$ cat src/hw/lc3b_isa_pkg.sv
package lc3b_isa_pkg;

	localparam int WORD_W = 16;

	typedef logic [WORD_W-1:0] lc3b_word;
	typedef logic [2:0] lc3b_reg;

	typedef struct packed
	{
		logic n;
		logic z;
		logic p;
	} lc3b_nzp;

	typedef enum logic [3:0]
	{
		BR  = 4'b0000,
		ADD = 4'b0001,
		AND = 4'b0101,
		LDR = 4'b0110,
		STR = 4'b0111,
		NOT = 4'b1001,
		LEA = 4'b1110
	} lc3b_opcode;

	// Reads as BR with no condition bits, never taken
	localparam lc3b_word NOP_WORD = '0;
	localparam lc3b_word RESET_PC = '0;
	localparam lc3b_nzp RESET_NZP = 3'b010;

	// Register form, sr2 sits in imm5[2:0] when imm_flag is low
	typedef struct packed
	{
		lc3b_opcode opcode;
		lc3b_reg dr_nzp;
		lc3b_reg sr1_base;
		logic imm_flag;
		logic [4:0] imm5;
	} lc3b_reg_fmt;

	// Offset form, base and offset6 share the offset9 bits
	typedef struct packed
	{
		lc3b_opcode opcode;
		lc3b_reg dr_nzp;
		logic [8:0] offset9;
	} lc3b_ofs_fmt;

	typedef union packed
	{
		lc3b_reg_fmt regs;
		lc3b_ofs_fmt offs;
	} lc3b_instr;

	function automatic lc3b_nzp gen_nzp(input lc3b_word value);
		lc3b_nzp nzp;
		nzp.n = value[WORD_W-1];
		nzp.z = (value == '0);
		nzp.p = !value[WORD_W-1] && (value != '0);
		return nzp;
	endfunction

endpackage

$ cat src/hw/lc3b_pipe_pkg.sv
package lc3b_pipe_pkg;

	typedef enum logic [1:0]
	{
		ADD,
		AND,
		NOT,
		PASS_B
	} lc3b_alu_op;

	typedef struct packed
	{
		lc3b_alu_op alu_op;
		logic sr2_imm;
		logic addr_base_pc;
		logic offset9_sel;
		logic load_reg;
		logic load_cc;
		logic mem_read;
		logic mem_write;
		logic br_op;
		logic wb_from_mem;
		logic uses_sr1;
		logic uses_sr2;
	} lc3b_ctrl;

	typedef enum logic [1:0]
	{
		REG,
		EX_MEM,
		MEM_WB
	} lc3b_fwd_sel;

	typedef struct packed
	{
		logic valid;
		lc3b_isa_pkg::lc3b_word pc_next;
		lc3b_isa_pkg::lc3b_instr instr;
	} lc3b_if_id;

	typedef struct packed
	{
		logic valid;
		lc3b_isa_pkg::lc3b_word pc_next;
		lc3b_isa_pkg::lc3b_instr instr;
		lc3b_ctrl ctrl;
		lc3b_isa_pkg::lc3b_word sr1_val;
		lc3b_isa_pkg::lc3b_word sr2_val;
		lc3b_isa_pkg::lc3b_reg src1;
		lc3b_isa_pkg::lc3b_reg src2;
		lc3b_isa_pkg::lc3b_reg dest;
	} lc3b_id_ex;

	typedef struct packed
	{
		logic valid;
		lc3b_ctrl ctrl;
		lc3b_isa_pkg::lc3b_word result;
		lc3b_isa_pkg::lc3b_word addr;
		lc3b_isa_pkg::lc3b_word wdata;
		lc3b_isa_pkg::lc3b_reg dest;
		lc3b_isa_pkg::lc3b_nzp br_nzp;
	} lc3b_ex_mem;

	typedef struct packed
	{
		logic valid;
		lc3b_ctrl ctrl;
		lc3b_isa_pkg::lc3b_word result;
		lc3b_isa_pkg::lc3b_reg dest;
	} lc3b_mem_wb;

	typedef struct packed
	{
		logic read;
		logic write;
		lc3b_isa_pkg::lc3b_word addr;
		lc3b_isa_pkg::lc3b_word wdata;
	} lc3b_dmem_req;

	typedef struct packed
	{
		logic load_reg;
		logic load_cc;
		lc3b_isa_pkg::lc3b_reg dest;
		lc3b_isa_pkg::lc3b_word value;
	} lc3b_wb;

endpackage

$ cat src/hw/lc3b_fetch.sv
module lc3b_fetch
(
	input logic clk,
	input logic i_arst_n,
	input lc3b_isa_pkg::lc3b_word i_imem_rdata,
	input logic i_br_taken,
	input lc3b_isa_pkg::lc3b_word i_br_target,
	output lc3b_isa_pkg::lc3b_word o_imem_addr,
	output lc3b_pipe_pkg::lc3b_if_id o_if_id
);

	lc3b_isa_pkg::lc3b_word pc;
	lc3b_isa_pkg::lc3b_word pc_plus2;

	assign pc_plus2 = pc + lc3b_isa_pkg::WORD_W'(2);
	assign o_imem_addr = pc;

	always_ff @(posedge clk or negedge i_arst_n)
	begin
		if (!i_arst_n)
			pc <= lc3b_isa_pkg::RESET_PC;
		else if (i_br_taken)
			pc <= i_br_target;
		else
			pc <= pc_plus2;
	end

	// Word fetched under a taken branch is squashed to a NOP
	always_ff @(posedge clk or negedge i_arst_n)
	begin
		if (!i_arst_n)
		begin
			o_if_id.valid <= 1'b0;
			o_if_id.pc_next <= lc3b_isa_pkg::RESET_PC;
			o_if_id.instr <= lc3b_isa_pkg::NOP_WORD;
		end
		else
		begin
			o_if_id.valid <= !i_br_taken;
			o_if_id.pc_next <= pc_plus2;
			o_if_id.instr <= i_br_taken ? lc3b_isa_pkg::NOP_WORD : i_imem_rdata;
		end
	end

endmodule

$ cat src/hw/lc3b_control_decode.sv
module lc3b_control_decode
(
	input lc3b_isa_pkg::lc3b_instr i_instr,
	output lc3b_pipe_pkg::lc3b_ctrl o_ctrl
);

	always_comb
	begin
		o_ctrl = '0;
		case (i_instr.regs.opcode)
			lc3b_isa_pkg::ADD, lc3b_isa_pkg::AND:
			begin
				if (i_instr.regs.opcode == lc3b_isa_pkg::ADD)
					o_ctrl.alu_op = lc3b_pipe_pkg::ADD;
				else
					o_ctrl.alu_op = lc3b_pipe_pkg::AND;
				o_ctrl.sr2_imm = i_instr.regs.imm_flag;
				o_ctrl.load_reg = 1'b1;
				o_ctrl.load_cc = 1'b1;
				o_ctrl.uses_sr1 = 1'b1;
				o_ctrl.uses_sr2 = !i_instr.regs.imm_flag;
			end
			lc3b_isa_pkg::NOT:
			begin
				o_ctrl.alu_op = lc3b_pipe_pkg::NOT;
				o_ctrl.load_reg = 1'b1;
				o_ctrl.load_cc = 1'b1;
				o_ctrl.uses_sr1 = 1'b1;
			end
			// LC-3b LEA leaves cc alone
			lc3b_isa_pkg::LEA:
			begin
				o_ctrl.alu_op = lc3b_pipe_pkg::PASS_B;
				o_ctrl.addr_base_pc = 1'b1;
				o_ctrl.offset9_sel = 1'b1;
				o_ctrl.load_reg = 1'b1;
			end
			lc3b_isa_pkg::LDR:
			begin
				o_ctrl.mem_read = 1'b1;
				o_ctrl.wb_from_mem = 1'b1;
				o_ctrl.load_reg = 1'b1;
				o_ctrl.load_cc = 1'b1;
				o_ctrl.uses_sr1 = 1'b1;
			end
			lc3b_isa_pkg::STR:
			begin
				o_ctrl.mem_write = 1'b1;
				o_ctrl.uses_sr1 = 1'b1;
				o_ctrl.uses_sr2 = 1'b1;
			end
			lc3b_isa_pkg::BR:
			begin
				o_ctrl.br_op = 1'b1;
				o_ctrl.addr_base_pc = 1'b1;
				o_ctrl.offset9_sel = 1'b1;
			end
			default:
				o_ctrl = '0;
		endcase
	end

endmodule

$ cat src/hw/lc3b_decode.sv
module lc3b_decode
(
	input logic clk,
	input logic i_arst_n,
	input lc3b_pipe_pkg::lc3b_if_id i_if_id,
	input logic i_flush,
	input lc3b_pipe_pkg::lc3b_wb i_wb,
	output lc3b_pipe_pkg::lc3b_id_ex o_id_ex,
	output lc3b_isa_pkg::lc3b_nzp o_cc
);

	lc3b_pipe_pkg::lc3b_ctrl ctrl;
	lc3b_isa_pkg::lc3b_word rf [8];
	lc3b_isa_pkg::lc3b_nzp cc;
	lc3b_isa_pkg::lc3b_reg src1;
	lc3b_isa_pkg::lc3b_reg src2;
	lc3b_isa_pkg::lc3b_word sr1_val;
	lc3b_isa_pkg::lc3b_word sr2_val;

	lc3b_control_decode u_control_decode
	(
		.i_instr(i_if_id.instr),
		.o_ctrl(ctrl)
	);

	// STR reads its data register on the second port
	assign src1 = i_if_id.instr.regs.sr1_base;
	assign src2 = ctrl.mem_write ? i_if_id.instr.regs.dr_nzp : i_if_id.instr.regs.imm5[2:0];

	// Write-through from the writeback bus
	assign sr1_val = (i_wb.load_reg && i_wb.dest == src1) ? i_wb.value : rf[src1];
	assign sr2_val = (i_wb.load_reg && i_wb.dest == src2) ? i_wb.value : rf[src2];
	assign o_cc = cc;

	always_ff @(posedge clk or negedge i_arst_n)
	begin
		if (!i_arst_n)
		begin
			for (int i = 0; i < 8; i++)
				rf[i] <= '0;
		end
		else if (i_wb.load_reg)
			rf[i_wb.dest] <= i_wb.value;
	end

	always_ff @(posedge clk or negedge i_arst_n)
	begin
		if (!i_arst_n)
			cc <= lc3b_isa_pkg::RESET_NZP;
		else if (i_wb.load_cc)
			cc <= lc3b_isa_pkg::gen_nzp(i_wb.value);
	end

	always_ff @(posedge clk or negedge i_arst_n)
	begin
		if (!i_arst_n)
			o_id_ex <= '0;
		else
		begin
			o_id_ex.valid <= i_if_id.valid && !i_flush;
			o_id_ex.pc_next <= i_if_id.pc_next;
			o_id_ex.instr <= i_if_id.instr;
			o_id_ex.ctrl <= ctrl;
			o_id_ex.sr1_val <= sr1_val;
			o_id_ex.sr2_val <= sr2_val;
			o_id_ex.src1 <= src1;
			o_id_ex.src2 <= src2;
			o_id_ex.dest <= i_if_id.instr.regs.dr_nzp;
		end
	end

endmodule

$ cat src/hw/lc3b_execute.sv
module lc3b_execute
(
	input logic clk,
	input logic i_arst_n,
	input lc3b_pipe_pkg::lc3b_id_ex i_id_ex,
	input lc3b_pipe_pkg::lc3b_wb i_ex_mem_fwd,
	input lc3b_pipe_pkg::lc3b_wb i_mem_wb_fwd,
	input logic i_flush,
	output lc3b_pipe_pkg::lc3b_ex_mem o_ex_mem
);

	lc3b_pipe_pkg::lc3b_fwd_sel sel1;
	lc3b_pipe_pkg::lc3b_fwd_sel sel2;
	lc3b_isa_pkg::lc3b_word op1;
	lc3b_isa_pkg::lc3b_word op2;
	lc3b_isa_pkg::lc3b_word sext5;
	lc3b_isa_pkg::lc3b_word sext6;
	lc3b_isa_pkg::lc3b_word sext9;
	lc3b_isa_pkg::lc3b_word alu_b;
	lc3b_isa_pkg::lc3b_word alu_out;
	lc3b_isa_pkg::lc3b_word addr;

	// Younger producer first
	function automatic lc3b_pipe_pkg::lc3b_fwd_sel fwd_pick
	(
		input lc3b_isa_pkg::lc3b_reg src,
		input logic used,
		input lc3b_pipe_pkg::lc3b_wb ex_mem,
		input lc3b_pipe_pkg::lc3b_wb mem_wb
	);
		if (used && ex_mem.load_reg && ex_mem.dest == src)
			return lc3b_pipe_pkg::EX_MEM;
		else if (used && mem_wb.load_reg && mem_wb.dest == src)
			return lc3b_pipe_pkg::MEM_WB;
		else
			return lc3b_pipe_pkg::REG;
	endfunction

	function automatic lc3b_isa_pkg::lc3b_word fwd_mux
	(
		input lc3b_pipe_pkg::lc3b_fwd_sel sel,
		input lc3b_isa_pkg::lc3b_word reg_val,
		input lc3b_isa_pkg::lc3b_word ex_mem_val,
		input lc3b_isa_pkg::lc3b_word mem_wb_val
	);
		case (sel)
			lc3b_pipe_pkg::EX_MEM: return ex_mem_val;
			lc3b_pipe_pkg::MEM_WB: return mem_wb_val;
			default: return reg_val;
		endcase
	endfunction

	assign sel1 = fwd_pick(i_id_ex.src1, i_id_ex.ctrl.uses_sr1, i_ex_mem_fwd, i_mem_wb_fwd);
	assign sel2 = fwd_pick(i_id_ex.src2, i_id_ex.ctrl.uses_sr2, i_ex_mem_fwd, i_mem_wb_fwd);
	assign op1 = fwd_mux(sel1, i_id_ex.sr1_val, i_ex_mem_fwd.value, i_mem_wb_fwd.value);
	assign op2 = fwd_mux(sel2, i_id_ex.sr2_val, i_ex_mem_fwd.value, i_mem_wb_fwd.value);

	assign sext5 = lc3b_isa_pkg::WORD_W'(signed'(i_id_ex.instr.regs.imm5));
	assign sext6 = lc3b_isa_pkg::WORD_W'(signed'(i_id_ex.instr.offs.offset9[5:0]));
	assign sext9 = lc3b_isa_pkg::WORD_W'(signed'(i_id_ex.instr.offs.offset9));

	// Base register or PC+2, plus word offset
	always_comb
	begin
		addr = i_id_ex.ctrl.addr_base_pc ? i_id_ex.pc_next : op1;
		addr = addr + ((i_id_ex.ctrl.offset9_sel ? sext9 : sext6) << 1);
	end

	assign alu_b = i_id_ex.ctrl.sr2_imm ? sext5 : op2;

	always_comb
	begin
		case (i_id_ex.ctrl.alu_op)
			lc3b_pipe_pkg::ADD: alu_out = op1 + alu_b;
			lc3b_pipe_pkg::AND: alu_out = op1 & alu_b;
			lc3b_pipe_pkg::NOT: alu_out = ~op1;
			// LEA, the address adder drives the B side
			default: alu_out = addr;
		endcase
	end

	always_ff @(posedge clk or negedge i_arst_n)
	begin
		if (!i_arst_n)
			o_ex_mem <= '0;
		else
		begin
			o_ex_mem.valid <= i_id_ex.valid && !i_flush;
			o_ex_mem.ctrl <= i_id_ex.ctrl;
			o_ex_mem.result <= alu_out;
			o_ex_mem.addr <= addr;
			o_ex_mem.wdata <= op2;
			o_ex_mem.dest <= i_id_ex.dest;
			o_ex_mem.br_nzp <= i_id_ex.instr.offs.dr_nzp;
		end
	end

endmodule

$ cat src/hw/lc3b_memory.sv
module lc3b_memory
(
	input logic clk,
	input logic i_arst_n,
	input lc3b_pipe_pkg::lc3b_ex_mem i_ex_mem,
	input lc3b_isa_pkg::lc3b_word i_dmem_rdata,
	input lc3b_isa_pkg::lc3b_nzp i_cc,
	output lc3b_pipe_pkg::lc3b_dmem_req o_dmem,
	output lc3b_pipe_pkg::lc3b_wb o_ex_mem_fwd,
	output lc3b_pipe_pkg::lc3b_wb o_mem_wb,
	output logic o_br_taken,
	output lc3b_isa_pkg::lc3b_word o_br_target
);

	lc3b_pipe_pkg::lc3b_mem_wb mem_wb;
	lc3b_isa_pkg::lc3b_word mem_result;
	lc3b_isa_pkg::lc3b_nzp flush_nzp;

	always_comb
	begin
		o_dmem.read = i_ex_mem.valid && i_ex_mem.ctrl.mem_read;
		o_dmem.write = i_ex_mem.valid && i_ex_mem.ctrl.mem_write;
		o_dmem.addr = i_ex_mem.addr;
		o_dmem.wdata = i_ex_mem.wdata;
	end

	assign mem_result = i_ex_mem.ctrl.wb_from_mem ? i_dmem_rdata : i_ex_mem.result;

	always_comb
	begin
		o_ex_mem_fwd.load_reg = i_ex_mem.valid && i_ex_mem.ctrl.load_reg;
		o_ex_mem_fwd.load_cc = i_ex_mem.valid && i_ex_mem.ctrl.load_cc;
		o_ex_mem_fwd.dest = i_ex_mem.dest;
		o_ex_mem_fwd.value = mem_result;
	end

	// cc from writeback is not in the register until the next edge
	assign flush_nzp = o_mem_wb.load_cc ? lc3b_isa_pkg::gen_nzp(o_mem_wb.value) : i_cc;
	assign o_br_taken = i_ex_mem.valid && i_ex_mem.ctrl.br_op && |(i_ex_mem.br_nzp & flush_nzp);
	assign o_br_target = i_ex_mem.addr;

	always_ff @(posedge clk or negedge i_arst_n)
	begin
		if (!i_arst_n)
			mem_wb <= '0;
		else
		begin
			mem_wb.valid <= i_ex_mem.valid;
			mem_wb.ctrl <= i_ex_mem.ctrl;
			mem_wb.result <= mem_result;
			mem_wb.dest <= i_ex_mem.dest;
		end
	end

	always_comb
	begin
		o_mem_wb.load_reg = mem_wb.valid && mem_wb.ctrl.load_reg;
		o_mem_wb.load_cc = mem_wb.valid && mem_wb.ctrl.load_cc;
		o_mem_wb.dest = mem_wb.dest;
		o_mem_wb.value = mem_wb.result;
	end

endmodule

$ cat src/hw/lc3b_core.sv
module lc3b_core
(
	input logic clk,
	input logic i_arst_n,
	input lc3b_isa_pkg::lc3b_word i_imem_rdata,
	input lc3b_isa_pkg::lc3b_word i_dmem_rdata,
	output lc3b_isa_pkg::lc3b_word o_imem_addr,
	output lc3b_pipe_pkg::lc3b_dmem_req o_dmem
);

	lc3b_pipe_pkg::lc3b_if_id if_id;
	lc3b_pipe_pkg::lc3b_id_ex id_ex;
	lc3b_pipe_pkg::lc3b_ex_mem ex_mem;
	lc3b_pipe_pkg::lc3b_wb ex_mem_fwd;
	lc3b_pipe_pkg::lc3b_wb mem_wb;
	lc3b_isa_pkg::lc3b_nzp cc;
	lc3b_isa_pkg::lc3b_word br_target;
	logic br_taken;

	lc3b_fetch u_fetch
	(
		.clk,
		.i_arst_n,
		.i_imem_rdata,
		.i_br_taken(br_taken),
		.i_br_target(br_target),
		.o_imem_addr,
		.o_if_id(if_id)
	);

	lc3b_decode u_decode
	(
		.clk,
		.i_arst_n,
		.i_if_id(if_id),
		.i_flush(br_taken),
		.i_wb(mem_wb),
		.o_id_ex(id_ex),
		.o_cc(cc)
	);

	lc3b_execute u_execute
	(
		.clk,
		.i_arst_n,
		.i_id_ex(id_ex),
		.i_ex_mem_fwd(ex_mem_fwd),
		.i_mem_wb_fwd(mem_wb),
		.i_flush(br_taken),
		.o_ex_mem(ex_mem)
	);

	// Branch resolves here and squashes the three younger slots
	lc3b_memory u_memory
	(
		.clk,
		.i_arst_n,
		.i_ex_mem(ex_mem),
		.i_dmem_rdata,
		.i_cc(cc),
		.o_dmem,
		.o_ex_mem_fwd(ex_mem_fwd),
		.o_mem_wb(mem_wb),
		.o_br_taken(br_taken),
		.o_br_target(br_target)
	);

endmodule

$ cat config.mk
export PLATFORM = sky130hd
export DESIGN_NAME = lc3b_core
export DESIGN_NICKNAME = d
export VERILOG_FILES = /design/src/hw/lc3b_isa_pkg.sv /design/src/hw/lc3b_pipe_pkg.sv /design/src/hw/lc3b_fetch.sv /design/src/hw/lc3b_control_decode.sv /design/src/hw/lc3b_decode.sv /design/src/hw/lc3b_execute.sv /design/src/hw/lc3b_memory.sv /design/src/hw/lc3b_core.sv
export SDC_FILE = /design/constraint.sdc
export NUM_CORES = 1
export LEC_CHECK = 0
export BUFFER_PORTS_ARGS = -buffer_cell sky130_fd_sc_hd__buf_2
export CAP_MARGIN = 25
export CORE_ASPECT_RATIO = 0.6
export CORE_MARGIN = 2
export CORE_UTILIZATION = 40
export CTS_CLUSTER_DIAMETER = 50
export DETAILED_ROUTE_END_ITERATION = 10
export MAX_ROUTING_LAYER = met4
export PLACE_DENSITY = 0.58
export REMOVE_ABC_BUFFERS = 1
export SYNTH_ARGS = -nofsm -noshare
export SYNTH_HDL_FRONTEND = slang
export SYNTH_SLANG_ARGS = --single-unit
$ cat constraint.sdc
create_clock -name clk -period 6.4 [get_ports clk]
set_input_delay 0.64 -clock clk [delete_from_list [all_inputs] [get_ports clk]]
set_output_delay 0.64 -clock clk [all_outputs]
set_load 0.02 [all_outputs]
==> metrics.csv, run 1 <==
stage;metric;value;unit
placement;place_congestion;0.904;
global_routing;gr-usage-all-layers;20.0;%
layout;ff_latch_area;8360;um^2
global_routing;antenna_found_initial;1;
route;drt_iter0_markers;720;
cts;htree_levels;1;
cts;cts_tree;yes;
worst_setup_path;cp_num_buf_inv;1;
logic_synthesis;synthFlopType;dfrtp_1;
sta;worst_pin_slew;0.949;ns
run;max-cap-violations;0;
sta;post-route-min-period;4.72;ns
die;die-width;269;um
global_routing;grt_pass1_vias;10700;
logic_synthesis;synth_top_cell_area_share;49.5;%
hold_path;hold_path_class;in -> reg;
route;via_count;10500;
global_routing;grt_use_met2;27.0;%
worst_setup_path;crit_cells;14;
logic_synthesis;synth_most_common_cell;dfrtp_1;
worst_setup_path;arrival;5.17;ns
die;start_util;40.4;%
logic_synthesis;ys_top_cells_by_count;dfrtp_1, mux2_2, mux2i_1;
cts;cts_resized;0;
sta;postLayoutSetupSlackWorst;1.68;ns
global_routing;grt.busiest_layer;met1;
worst_setup_path;max_stage_delay;0.54;ns
sta;maxSlewHeadroom;36.8;%
cts;cts_root_buf;clkbuf_16;
sta;finalCritPeriodShare;73.7;%
logic_synthesis;ys_ff_latch;334;
hold_path;hold_depth;2;
layout;layout-drive-gt1-share;28.9;%
worst_setup_path;worst_ep_required_time;6.85;ns
worst_setup_path;critical_path_class;reg -> reg;
route;postRouteAntennaNets;0;
route;drc;0;
logic_synthesis;synth.distinct_cells;61;
die;dieArea;43800;um^2
logic_synthesis;synth_area_leaders;dfrtp_1, mux2_2, mux2i_1, mux4_2, ha_1;
outcome;outcome;finished clean;
layout;n_fill_cell;3764;
die;coreArea;41700;um^2
placement;port-buffer-count;83;
logic_synthesis;syn_area_per_cell;12.5;um^2
worst_setup_path;path_cells;xor2_1, nor4_4, buf_4, mux2i_1, o21ai_1, mux2_2, ha_1, a21oi_1, nor2_1, a311oi_1, o21ai_0, a31oi_1, xnor2_1, mux4_2;
route;wl_per_cell;20.9;um
layout;syn_to_final_growth;11.2;%
global_routing;met3_usage;3.55;%
placement;place_ws;1.87;ns
cts;cts.clk_slew.worst_paths;0.07;ns
sta;hold_viol_final;0;
worst_setup_path;cp_slowest_cell;a311oi_1;
route;dr.pass1.iters;4;
sta;maxSlewViolCount;0;
global_routing;use_met1;31.3;%
global_routing;grt_overflow;0;
worst_setup_path;critPathLaunchType;flop;
global_routing;grt_pass1_wl;65000;um
layout;multiInputGateArea;7790;um^2
die;rows;58;
logic_synthesis;yosys.area.top_type;dfrtp_1;
layout;final_area;18700;um^2
layout;final_core_util;44.9;%
sta;rsz0062_at_grt;false;
cts;cts_buffers;31;
layout;nNetsFinal;1442;
sta;finClkSkew;0.0116;ns
logic_synthesis;synthCells;1350;
placement;hpwl;28300;um
cts;tritoncts_num_sinks;334;
cts;cts_buffer_depth;3;
logic_synthesis;ys_seq_area_share;49.6;%
die;num_io_pins;84;
cts;insertion_delay;0.58;ns
power_and_ir_drop;p_leak;8.53;nW
placement;placedInstanceArea;17600;um^2
die;die_h;163;um
worst_setup_path;crit_family;compound AO/OA/AOI/OAI gates;
route;via_per_inst;5.32;
logic_synthesis;async_flop_share;100;%
logic_synthesis;syn_area;16800;um^2
worst_setup_path;r2r_cells;14;
worst_setup_path;crit_fanout;16;
sta;setup_viol;0;
worst_setup_path;worstSetupEndpointType;flop;
sta;fmax;0.212;GHz
power_and_ir_drop;power.density;458;nW/um^2
power_and_ir_drop;worst_ir_drop_vdd;0.192;mV
logic_synthesis;yosysWarnings;0;
route;drt-total-wl;41200;um
logic_synthesis;synth-edff-count;0;
sta;finalSetupTns;0;ns
global_routing;grt_max_degree;134;
[sequential cells by signal, summed over array words and instances (netlist names)]
name	flops
u_decode.o_id_ex	75
u_decode.o_cc	3
u_fetch.o_if_id	33
u_decode.rf	128
u_memory.mem_wb	3
u_memory.o_mem_wb	19
u_execute.o_ex_mem	57
u_fetch.o_imem_addr	16
[worst register-to-register path, cell delays in order, from the launching register on]
cell and delay (ns):
dfrtp_1 0.53, xor2_1 0.25, nor4_4 0.27, buf_4 0.34, mux2i_1 0.27, o21ai_1 0.10
mux2_2 0.30, ha_1 0.30, a21oi_1 0.30, nor2_1 0.09, a311oi_1 0.54, o21ai_0 0.48
a31oi_1 0.30, xnor2_1 0.08, mux4_2 0.44
[where the power goes]
group          internal [mW]  leakage (nW)  switching [mW]  total (mW)
combinational           1.45          3.82            1.47        2.91
clock                   1.19         0.537           0.836        2.02
sequential              2.94          4.17           0.706        3.64
total                   5.57          8.53            3.01        8.58
[final timing paths]
kind / from / end / slack [ns]
worst max-delay path: u_memory.o_mem_wb[16] / u_execute.o_ex_mem[51] / 1.68
worst min-delay path: i_imem_rdata[3] / u_fetch.o_if_id[3] / 0.27
worst max register to register: u_memory.o_mem_wb[16] / u_execute.o_ex_mem[51] / 1.68
worst min register to register: u_fetch.o_if_id[20] / u_decode.o_id_ex[74] / 0.35
max in group asynchronous: i_arst_n / u_fetch.o_if_id[6] / 4.48
min in group asynchronous: i_arst_n / u_fetch.o_imem_addr[12] / 0.59
[metrics by stage]
stage	hold slack [ns]	std cells	power [mW]
2_1_floorplan	0.331	1233	5.61
3_3_place_gp	0.335	1911	6.51
3_5_place_dp	0.335	1911	6.58
4_1_cts	0.248	1970	8.64
5_1_grt	0.261	1970	9.12
6_report	0.273	1971	8.58
[final cells by class]
cell class / count / area share [%]
diodes: 1 / 0.0134
clock buffers: 44 / 4.83
clock inverters: 14 / 1.12
inverters: 30 / 0.601
multi-input cells: 869 / 41.6
flip-flops and latches: 334 / 44.6
well taps: 570 / 3.81
repair buffers: 109 / 3.39
[logic make-up (layout without fill, tap and decap cells)]
kind of cell,after synthesis,in the layout,synth area share [%]
and+or+nand+nor,229,229,6.81
muxes,388,388,27.8
xor gates and xnor gates,55,55,2.95
AOI/OAI and AO/OA,164,164,5.81
DFF,334,334,49.6
adders and majority gates,33,33,2.54
other,0,1,0
buffers and inverters,147,197,4.50
[cells in the final DEF, fill, tap and decap left out, types with 5 or more instances in the layout]
cell type / Yosys / final
o21ai_0: 71 / 71
o21a_1: 6 / 6
and2_1: 9 / 9
or3_1: 5 / 5
nor3_1: 9 / 6
clkbuf_1: 54 / 5
mux4_2: 44 / 44
xnor2_1: 30 / 30
mux2_2: 178 / 178
dfrtp_1: 333 / 332
a21oi_1: 34 / 33
nand3_1: 12 / 12
a21o_1: 14 / 14
buf_4: 35 / 24
mux2i_1: 164 / 164
clkbuf_8: 0 / 8
bufinv_16: 0 / 5
nand2_1: 100 / 100
nand4_1: 7 / 7
buf_2: 17 / 82
clkbuf_16: 0 / 31
ha_1: 31 / 31
a211oi_1: 5 / 5
nor2_1: 30 / 30
inv_1: 27 / 27
nor2b_1: 25 / 25
nand2b_1: 7 / 7
nor4_1: 8 / 6
xor2_1: 24 / 24
[per-layer routing]
| metal | part of all wire [%] | vias to the layer above |
|---|---|---|
| met2 | 41 | 221 |
| met5 | 0 | - |
| met1 | 53 | 5378 |
| li1 | - | 4840 |
| met4 | 1.4 | 0 |
| met3 | 4.8 | 48 |
[repair_timing]
item                                    CTS  global route
endpoints found under the setup margin    0             0
hold buffers                              1             0
setup buffers                             0             0
endpoints found under the hold margin    16             0
No activity file was read; power rests on OpenSTA's default activity.
==> inputs of run 2 (changes only) <==
--- a/config.mk
+++ b/config.mk
@@ -13,7 +13,7 @@
 export CTS_CLUSTER_DIAMETER = 50
 export DETAILED_ROUTE_END_ITERATION = 10
 export MAX_ROUTING_LAYER = met4
-export PLACE_DENSITY = 0.58
+export PLACE_DENSITY = 0.6
 export REMOVE_ABC_BUFFERS = 1
 export SYNTH_ARGS = -nofsm -noshare
 export SYNTH_HDL_FRONTEND = slang
==> constraint.sdc (replaced) <==
create_clock -name clk -period 3.8 [get_ports clk]
set_input_delay 0.38 -clock clk [delete_from_list [all_inputs] [get_ports clk]]
set_output_delay 0.38 -clock clk [all_outputs]
set_load 0.02 [all_outputs]
==> run 2 against run 1 <==
The run now ends with setup timing left. Sequential power grew 66%. Hold slack lost 0.21 ns. Register-to-register slack lost 1.7 ns. Final cell count grew 6.6%. Flip-flop and latch count is the same. Die area is the same. First-iteration DRC count grew 7.1%. Combinational power grew 120%. Largest power group is now combinational cells.
==> metrics.csv, run 2 (synthesis results as in run 1) <==
stage;metric;value;unit;change
worst_setup_path;worstSetupEndpointType;flop;;
layout;nNetsFinal;1577;;+9.4%
global_routing;grt_pass1_vias;11400;;+6.8%
hold_path;hold_path_class;in -> reg;;
cts;tritoncts_num_sinks;334;;unchanged
sta;hold_viol_final;0;;unchanged
sta;worst_pin_slew;0.795;ns;-0.153 ns
sta;fmax;0.262;GHz;+24%
cts;cts_buffers;34;;+9.7%
power_and_ir_drop;worst_ir_drop_vdd;0.364;mV;+89%
die;dieArea;43800;um^2;unchanged
outcome;violations;setup timing;;
sta;maxSlewHeadroom;47.0;%;+10 points
worst_setup_path;crit_fanout;7;;-9
worst_setup_path;critical_path_class;reg -> reg;;
cts;cts_tree;yes;;
cts;cts.clk_slew.worst_paths;0.06;ns;about the same
sta;finalSetupTns;-0.0347;ns;-0.0347 ns
layout;final_common_cell;dfrtp_1;;
cts;htree_levels;2;;+1
worst_setup_path;r2r_setup_slack;-0.02;ns;-1.70 ns
layout;layout-drive-gt1-share;40.1;%;+11 points
route;postRouteAntennaNets;0;;unchanged
die;coreArea;41700;um^2;unchanged
outcome;outcome;finished with violations;;
route;dr.pass1.iters;5;;+1
die;num_io_pins;84;;unchanged
placement;hpwl;29700;um;+4.9%
global_routing;grt_use_met2;28.1;%;+1.1 points
hold_path;hold_depth;2;;unchanged
route;drt-total-wl;42900;um;+4.1%
placement;port-buffer-count;83;;unchanged
power_and_ir_drop;p_leak;9.30;nW;+9.0%
layout;layout_common_cells;dfrtp_1, mux2_2, mux2i_1;;
power_and_ir_drop;p_total;15.6;mW;+82%
layout;stdcell_count;2102;;+6.6%
worst_setup_path;worst_ep_required_time;4.19;ns;-2.66 ns
global_routing;grt.busiest_layer;met1;;
cts;cts_buffer_depth;3;;unchanged
route;drc;0;;unchanged
global_routing;use_met1;31.9;%;+0.57 points
worst_setup_path;r2r_cells;16;;+2
worst_setup_path;critPathLaunchType;flop;;
layout;largest_reg_flops;128;;unchanged
route;wl_per_cell;20.4;um;-2.4%
sta;postLayoutSetupSlackWorst;-0.0207;ns;-1.70 ns
die;rows;58;;unchanged
power_and_ir_drop;power.density;766;nW/um^2;+67%
route;drt_iter0_markers;771;;+7.1%
sta;post-route-min-period;3.82;ns;-0.899 ns
cts;insertion_delay;0.53;ns;-0.05 ns
worst_setup_path;arrival;4.21;ns;-0.96 ns
global_routing;grt_max_degree;103;;-23%
sta;maxSlewViolCount;0;;unchanged
global_routing;grt_overflow;0;;unchanged
die;die_h;163;um;unchanged
run;max-cap-violations;0;;unchanged
cts;cts_root_buf;clkbuf_16;;
sta;setup_viol;2;;+2
die;start_util;40.4;%;unchanged
layout;top_regs;u_decode.rf: 128 flops, u_decode.o_id_ex: 75 flops, u_execute.o_ex_mem: 57 flops;;
global_routing;met3_usage;3.63;%;+0.076 points
global_routing;gr-usage-all-layers;20.6;%;+0.57 points
sta;finalCritPeriodShare;101;%;+27 points
global_routing;antenna_found_initial;0;;-1
layout;largest-register;u_decode.rf;;
route;via_count;11000;;+5.0%
layout;antenna_cells;0;;-1
global_routing;grt_pass1_wl;67100;um;+3.3%
placement;place_congestion;0.864;;-4.4%
layout;syn_to_final_growth;21.0;%;
route;via_per_inst;5.24;;-1.6%
sta;finClkSkew;0.0244;ns;+0.0128 ns
die;die-width;269;um;unchanged
sta;rsz0062_at_grt;true;;
placement;placed_cells;2014;;+5.4%
==> run 2: cell type report <==
type	count	area, um^2
fillers	3664	21400
flip-flops and latches	334	8360
multi-input cells	869	8330
repair buffers	241	1780
clock buffers	44	950
well taps	570	713
clock inverters	14	128
inverters	30	113
==> run 2: timing repair <==
item / in CTS / in global routing
hold buffers: 1 / 0
resized for setup: 70 / 67
gates cloned: 1 / 0
pin swaps: 16 / 42
endpoints found under the setup margin: 7 / 9
hold endpoints to repair: 97 / 0
buffers inserted: 9 / 20
==> run 2: power by group <==
| group | internal [mW] | switching (mW) |
|---|---|---|
| Clock | 1.85 | 1.44 |
| Combinational | 3.26 | 3.00 |
| Sequential | 4.95 | 1.10 |
| Total | 10.1 | 5.54 |
==> run 2: worst paths after layout <==
kind | start | to
setup / recovery | u_memory.o_mem_wb[16] | u_execute.o_ex_mem[50]
hold / removal | i_imem_rdata[5] | u_fetch.o_if_id[5]
setup reg to reg | u_memory.o_mem_wb[16] | u_execute.o_ex_mem[50]
hold reg to reg | u_decode.o_id_ex[44] | u_execute.o_ex_mem[57]
max in group asynchronous | i_arst_n | u_memory.o_mem_wb[17]
min in group asynchronous | i_arst_n | u_execute.o_ex_mem[10]
==> run 2: stage by stage <==
| stage | hold WS, ns | area (um^2) | utilization (%) | worst slack, ns |
|---|---|---|---|---|
| after floorplan | 0.0844 | 16200 | - | -1.79 |
| after global placement | 0.333 | 18400 | 44.2 | -0.170 |
| after detailed placement | 0.335 | 18500 | 44.2 | -0.258 |
| after CTS | 0.0495 | 20000 | 47.8 | -0.00134 |
| after global routing | 0.0724 | 20400 | 48.8 | -0.166 |
| final | 0.0662 | 20400 | 48.8 | -0.0207 |
==> run 2: worst max-delay path: stages, from the launching register on <==
cell and delay, ns:
dfrtp_2 0.45, xor2_2 0.20, nor4_4 0.33, buf_6 0.21, buf_8 0.15, mux2i_2 0.24
o21ai_2 0.10, mux2_2 0.30, ha_4 0.28, o21a_1 0.11, o211ai_1 0.21, a31oi_2 0.07
a211oi_2 0.20, buf_4 0.17, a21oi_2 0.06, xor2_1 0.14, mux4_2 0.45
==> run 2: metal layers <==
layer | share of wire [%] | up-vias
li1 | - | 5093
met1 | 52 | 5661
met2 | 42 | 213
met3 | 4.9 | 41
met4 | 1.1 | 0
met5 | 0 | -
